[src/axi_wr_downsizer_params.svh]
/*
 * Write downsizer parameters
 * Bus widths and AXI protocol limits shared by the packages and the RTL
 */

`ifndef AXI_WR_DOWNSIZER_PARAMS_SVH
`define AXI_WR_DOWNSIZER_PARAMS_SVH

// Address and ID widths
`define DW_ADDR_WIDTH 32
`define DW_ID_WIDTH 4

// Wide slave port and narrow master port
`define DW_SI_DATA_WIDTH 64
`define DW_MI_DATA_WIDTH 32

// Largest value of the AXI length field
`define DW_MAX_BURST_LEN 255

// Cache bit that allows a burst to be resized
`define DW_CACHE_MODIFIABLE 4'b0010

`endif

[src/axi_proto_pkg.sv]
/*
 * AXI protocol types
 * Field types and burst encodings used on both sides of the downsizer
 */

`default_nettype none

`include "axi_wr_downsizer_params.svh"

package axi_proto_pkg;

  // Address phase fields
  typedef logic [`DW_ADDR_WIDTH-1:0] addr_t;
  typedef logic [`DW_ID_WIDTH-1:0]   id_t;
  typedef logic [7:0]                len_t;
  typedef logic [2:0]                size_t;
  typedef logic [3:0]                cache_t;
  typedef logic [1:0]                resp_t;

  // Data phase on each side
  typedef logic [`DW_SI_DATA_WIDTH-1:0]   si_data_t;
  typedef logic [`DW_SI_DATA_WIDTH/8-1:0] si_strb_t;
  typedef logic [`DW_MI_DATA_WIDTH-1:0]   mi_data_t;
  typedef logic [`DW_MI_DATA_WIDTH/8-1:0] mi_strb_t;

  // Burst type encoding
  typedef enum logic [1:0] {
    BURST_FIXED = 2'b00,
    BURST_INCR  = 2'b01,
    BURST_WRAP  = 2'b10
  } burst_e;

endpackage

`default_nettype wire

[src/aw_issue.sv]
/*
 * Slave AW issue
 * Registers the narrow AW command on accept or on a split re-issue and
 * holds it on the master port until the slave takes it
 */

`default_nettype none

module aw_issue (
  input  logic                   clk_i,
  input  logic                   rst_ni,
  input  logic                   aw_accept_i,
  input  axi_proto_pkg::id_t     slv_aw_id_i,
  input  axi_proto_pkg::addr_t   slv_aw_addr_i,
  input  axi_proto_pkg::burst_e  slv_aw_burst_i,
  input  axi_proto_pkg::cache_t  slv_aw_cache_i,
  input  axi_proto_pkg::len_t    plan_first_len_i,
  input  axi_proto_pkg::size_t   plan_size_i,
  input  logic                   reissue_i,
  input  axi_proto_pkg::len_t    reissue_len_i,
  input  axi_proto_pkg::addr_t   reissue_addr_i,
  output axi_proto_pkg::id_t     mst_aw_id_o,
  output axi_proto_pkg::addr_t   mst_aw_addr_o,
  output axi_proto_pkg::len_t    mst_aw_len_o,
  output axi_proto_pkg::size_t   mst_aw_size_o,
  output axi_proto_pkg::burst_e  mst_aw_burst_o,
  output axi_proto_pkg::cache_t  mst_aw_cache_o,
  output logic                   mst_aw_valid_o,
  input  logic                   mst_aw_ready_i,
  output logic                   aw_pending_o
);

  // Valid from the edge after a load until the handshake
  always_ff @(posedge clk_i or negedge rst_ni) begin
    if (!rst_ni) begin
      mst_aw_valid_o <= 1'b0;
    end else if (aw_accept_i || reissue_i) begin
      mst_aw_valid_o <= 1'b1;
    end else if (mst_aw_ready_i) begin
      mst_aw_valid_o <= 1'b0;
    end
  end

  // ID, burst, cache and size stay the same across split bursts
  always_ff @(posedge clk_i) begin
    if (aw_accept_i) begin
      mst_aw_id_o    <= slv_aw_id_i;
      mst_aw_addr_o  <= slv_aw_addr_i;
      mst_aw_len_o   <= plan_first_len_i;
      mst_aw_size_o  <= plan_size_i;
      mst_aw_burst_o <= slv_aw_burst_i;
      mst_aw_cache_o <= slv_aw_cache_i;
    end else if (reissue_i) begin
      mst_aw_addr_o <= reissue_addr_i;
      mst_aw_len_o  <= reissue_len_i;
    end
  end

  assign aw_pending_o = mst_aw_valid_o;

  // Upstream must not load a new command while one is waiting
  a_aw_stable : assert property (@(posedge clk_i) disable iff (!rst_ni)
    mst_aw_valid_o && !mst_aw_ready_i |=>
      mst_aw_valid_o && $stable(mst_aw_id_o) && $stable(mst_aw_addr_o) &&
      $stable(mst_aw_len_o) && $stable(mst_aw_size_o) &&
      $stable(mst_aw_burst_o) && $stable(mst_aw_cache_o))
    else $error("narrow AW changed while waiting for ready");

endmodule

`default_nettype wire

[config.mk]
export PLATFORM = sky130hd
export DESIGN_NAME = aw_issue
export DESIGN_NICKNAME = d
export VERILOG_FILES = /design/src/axi_proto_pkg.sv /design/src/aw_issue.sv
export VERILOG_INCLUDE_DIRS = /design/src
export SDC_FILE = /design/constraint.sdc
export NUM_CORES = 1
export LEC_CHECK = 0
export CELL_PAD_IN_SITES_DETAIL_PLACEMENT = 1
export CELL_PAD_IN_SITES_GLOBAL_PLACEMENT = 2
export CORE_AREA = 4 4 80 82
export CTS_CLUSTER_SIZE = 10
export DETAILED_ROUTE_END_ITERATION = 6
export DIE_AREA = 0 0 84 86
export DONT_BUFFER_PORTS = 1
export GPL_ROUTABILITY_DRIVEN = 0
export PLACE_DENSITY = 0.82
export SYNTH_ARGS = -nofsm -noshare
export SYNTH_HDL_FRONTEND = slang
export SYNTH_SLANG_ARGS = --single-unit
[constraint.sdc]
create_clock -name clk_i -period 1 [get_ports clk_i]
set_clock_uncertainty 0.15 [all_clocks]
set_input_delay 0.2 -clock clk_i [delete_from_list [all_inputs] [get_ports clk_i]]
set_output_delay 0.2 -clock clk_i [all_outputs]
set_load 0.01 [all_outputs]
# Yosys cells after proc, flatten, opt, wreduce, memory -nomap -nowiden

Cells that the tools add are included.

Register bits after elaboration: 54
Bits of input ports: 98
Output and inout bits: 55
Logic and storage cells: 16

Multiplexer cells: 6
Reductions and logical operators: 3

Operators by type and width:

| operator          | count |
|---|---|
| $mux 32           | 2 |
| $mux 8            | 2 |
| $reduce_bool 2->1 | 2 |
| $mux 1            | 2 |
| $logic_or 1x1->1  | 1 |

# Logic depth before layout (Yosys ltp)

Depth after elaboration: 2
Gate-level depth with buffers: 2
Gate-level depth less buffers: 2

# Least setup slack after synthesis

No wires, ideal clock.

Path kind: input-to-reg
Start point: input reissue_i
End point: register mst_aw_addr_o[0] (enable)
Setup time: 380 ps
Data arrival time: 753 ps
Data required time: 470 ps
Slack: -282 ps
Stages: 1
Path buffers: 0
Path through: or2_2

Cells in the longest elaborated chain, start to end: 1

RTL lines:

| item                               | line           | RTL |
|---|---|---|
| start, declared                    | aw_issue.sv:19 | `input logic reissue_i,` |
| $reduce_bool 2->1 (no source line) | n/a            |  |
| end signal, assigned               | aw_issue.sv:48 | `mst_aw_addr_o <= slv_aw_addr_i;` |
| end signal, assigned               | aw_issue.sv:54 | `mst_aw_addr_o <= reissue_addr_i;` |
| end, declared                      | aw_issue.sv:23 | `output axi_proto_pkg::addr_t mst_aw_addr_o,` |

Every way passes these cells.
A chain may end at the register's enable or synchronous reset.

# Final worst setup path

Start point: register mst_aw_valid_o (netlist: aw_pending_o)
End point: output aw_pending_o

RTL lines:

| item                   | line           | RTL |
|---|---|---|
| start, declared        | aw_issue.sv:28 | `output logic mst_aw_valid_o,` |
| start signal, assigned | aw_issue.sv:36 | `mst_aw_valid_o <= 1'b0;` |
| start signal, assigned | aw_issue.sv:38 | `mst_aw_valid_o <= 1'b1;` |
| start signal, assigned | aw_issue.sv:40 | `mst_aw_valid_o <= 1'b0;` |
| end, declared          | aw_issue.sv:30 | `output logic aw_pending_o` |

No word-level cell between the ends.

==> flow_metrics.env <==
export IMPL_synth_ff_type="edfxtp_1"
export IMPL_post_route_period_util_pct=120
export IMPL_routed_via_density=5.15
export IMPL_slowest_delay_ns=0.42
export IMPL_hold_viol_final=53
export IMPL_synth_warnings=0
export IMPL_p_int_mw=3.50
export IMPL_grt_pass1_wl_um=6820
export IMPL_path_class="reg2out"
export IMPL_dp_cells=173
export IMPL_setup_viol=55
export IMPL_grt_total_usage_pct=12.6
export IMPL_routed_wl_um=4650
export IMPL_ys_async_sr_fraction_pct=1.85
export IMPL_max_freq_ghz=0.832
export IMPL_ff2ff_setup_slack_ns=0.15
export IMPL_cts_buffers=5
export IMPL_syn_area_mm2=0.00212
export IMPL_syn_area_per_cell_um2=20.8
export IMPL_crit_path_cell_trace="buf_12"
export IMPL_cts_resized=0
export IMPL_drt_iter0_markers=29
export IMPL_die_area_mm2=0.00722
export IMPL_violations="hold timing, setup timing"
export IMPL_worst_pin_slew_ns=0.556
export IMPL_synth_net_count=200
export IMPL_instances_no_fill=197
export IMPL_cts_clk_slew_worst_paths_ns=0.08
export IMPL_yosysMostFrequentCell="edfxtp_1"
export IMPL_synthTopCellsByArea="edfxtp_1 (75%), mux2_2 (21%), buf_4 (1.8%)"
export IMPL_cts_tree="built"
export IMPL_die_y_um=86
export IMPL_synth_edf_count=53
export IMPL_synth_top_area_cell="edfxtp_1"
export IMPL_arrival_ns=0.85
export IMPL_rsz0062_at_grt="true"
export IMPL_maxCapViolations=0
export IMPL_comb_power_share_pct=7.2
export IMPL_cp_start_kind="register"
export IMPL_wl_per_cell_um=23.6
export IMPL_drc=0
export IMPL_post_route_min_period_ns=1.20
export IMPL_hp_class="in2reg"
export IMPL_fin_setup_tns_ns=-4.60
export IMPL_num_antenna_cells=0
export IMPL_vias=1015
export IMPL_ant_nets=0
export IMPL_timing_critical_path_required_ns=0.65
export IMPL_cp_max_fo=2
export IMPL_p_sw_mw=0.905
export IMPL_dr_pass1_iters=5
export IMPL_slew_headroom_pct=63.0
export IMPL_grt_pass1_vias=1162
export IMPL_grt_max_degree=55
export IMPL_clockBufferDepth=2
export IMPL_swShare_pct=20.5
export IMPL_clockRootBuffer="clkbuf_8"
export IMPL_pwr_density_cell_mw_per_mm2=1700
export IMPL_placementRows=28
export IMPL_final_util_pct=45.1
export IMPL_ys_top_cells_by_count="edfxtp_1 (53), mux2_2 (40), buf_4 (5)"
export IMPL_post_cts_buffers=0
export IMPL_clkLatencyLatePin_ns=0.29
export IMPL_dp_final_hpwl_um=3470
export IMPL_cts_sinks=54
export IMPL_antenna_found_initial=0
export IMPL_worst_slack_ns=-0.201
export IMPL_num_nets_final=219
export IMPL_synth_top_area_share_pct=75.0
export IMPL_cp_num_buf_inv=1
export IMPL_postCtsHoldBufs=16
export IMPL_htree_levels=2
export IMPL_clkPwrFrac_pct=25.2
export IMPL_synthDistinctLibCells=7
export IMPL_peakVddDrop_mv=0.655
export IMPL_crit_path_end_kind="output pin"
export IMPL_drv_slew=0
export IMPL_ys_seq_elements=54
export IMPL_status="finished with violations"
export IMPL_place_ws_ns=-0.236
export IMPL_die_w_um=84
export IMPL_synth_cells=102
export IMPL_start_util_pct=36.9
export IMPL_cpMaxStageDelayCell="dfrtp_1"
export IMPL_core_mm2=0.00575
export IMPL_cp_top_family="flip-flops"
export IMPL_p_leak_nw=1.00
export IMPL_p_seq_share_pct=67.6
export IMPL_layout_drive_gt1_share_pct=38.5
export IMPL_grt_overflow=0
export IMPL_area_growth_pct=22.1
export IMPL_synth_seq_area_share_pct=76.2
export IMPL_portBuffers=0
export IMPL_boundaryPins=153
export IMPL_finalHoldWorstSlack_ns=-0.132
==> cell type report <==
cell class / instances / area, um2
multi-input cells: 42 / 617
inverters: 1 / 3.75
clock buffers: 8 / 80.1
fillers: 547 / 3150
flip-flops and latches: 54 / 1620
repair buffers: 17 / 180
well taps: 75 / 93.8
==> placed cells by master (no fill, tap or decap) <==
master | netlist | final
clkbuf_1 | 0 | 3
a21o_1 | 1 | 1
inv_1 | 1 | 1
clkbuf_8 | 0 | 5
or2_4 | 0 | 1
dfrtp_1 | 1 | 1
edfxtp_1 | 53 | 53
mux2_4 | 0 | 40
buf_12 | 0 | 1
dlygate4sd3_1 | 0 | 16
==> metal layers <==
metal  part of all wire, %  global-route usage [%]  up-vias
met1                    35                    13.1      483
li1                      -                       -      433
met4                   1.7                    4.97        0
met3                    10                    6.53        7
met2                    53                    21.8       92
met5                     0                       0        -
==> repair_timing <==
| item | 4_1_cts | 5_1_grt |
|---|---|---|
| setup endpoints to repair | 55 | 55 |
| pin swaps | 0 | 0 |
| hold endpoints to repair | 68 | 53 |
==> stage by stage <==
| stage | area, um2 | hold slack [ns] | power (mW) |
|---|---|---|---|
| after floorplan | 2320 | -0.246 | 3.29 |
| after global placement | 2350 | -0.246 | 3.30 |
| after detailed placement | 2350 | -0.246 | 3.31 |
| after CTS | 2590 | -0.145 | 4.50 |
| after global routing | 2590 | -0.157 | 4.62 |
| final | 2590 | -0.132 | 4.41 |
==> state kept, by name (all words and copies together), names as in the netlist <==
| register | cells |
|---|---|
| mst_aw_size_o | 3 |
| mst_aw_addr_o | 32 |
| aw_pending_o | 1 |
| mst_aw_burst_o | 2 |
| mst_aw_id_o | 4 |
| mst_aw_len_o | 8 |
| mst_aw_cache_o | 4 |
==> path summary, 6_finish.rpt <==
| kind | start | endpoint | depth (start not counted) |
|---|---|---|---|
| max in group asynchronous | rst_ni | aw_pending_o$_DFFE_PN0P_ | 2 |
| min in group asynchronous | rst_ni | aw_pending_o$_DFFE_PN0P_ | 2 |
| min reg2reg | aw_pending_o$_DFFE_PN0P_ | aw_pending_o$_DFFE_PN0P_ | 1 |
| max | aw_pending_o$_DFFE_PN0P_ | aw_pending_o | 1 |
| min | aw_accept_i | mst_aw_size_o[0]$_DFFE_PP_ | 0 |
| max reg2reg | aw_pending_o$_DFFE_PN0P_ | aw_pending_o$_DFFE_PN0P_ | 1 |
==> power groups by stage <==
stage	Combinational [mW]	Clock (mW)	Sequential [mW]
finish	0.319	1.11	2.98
CTS	0.325	1.18	2.99
global placement	0.262	0	3.04
global route	0.341	1.27	3.00
floorplan	0.305	0	2.99
detailed placement	0.272	0	3.04
==> cells by family (layout without fill, tap and decap cells) <==
kind of cell	after synthesis	after routing	share of synthesized area (%)
flip-flops	54	54	76.2
multiplexers	40	40	21.2
buffers and inverters	6	26	1.95
AO/OA/AOI/OAI	1	1	0.354
AND/OR/NAND/NOR	1	1	0.295
Power figures use the tool's default switching activity.
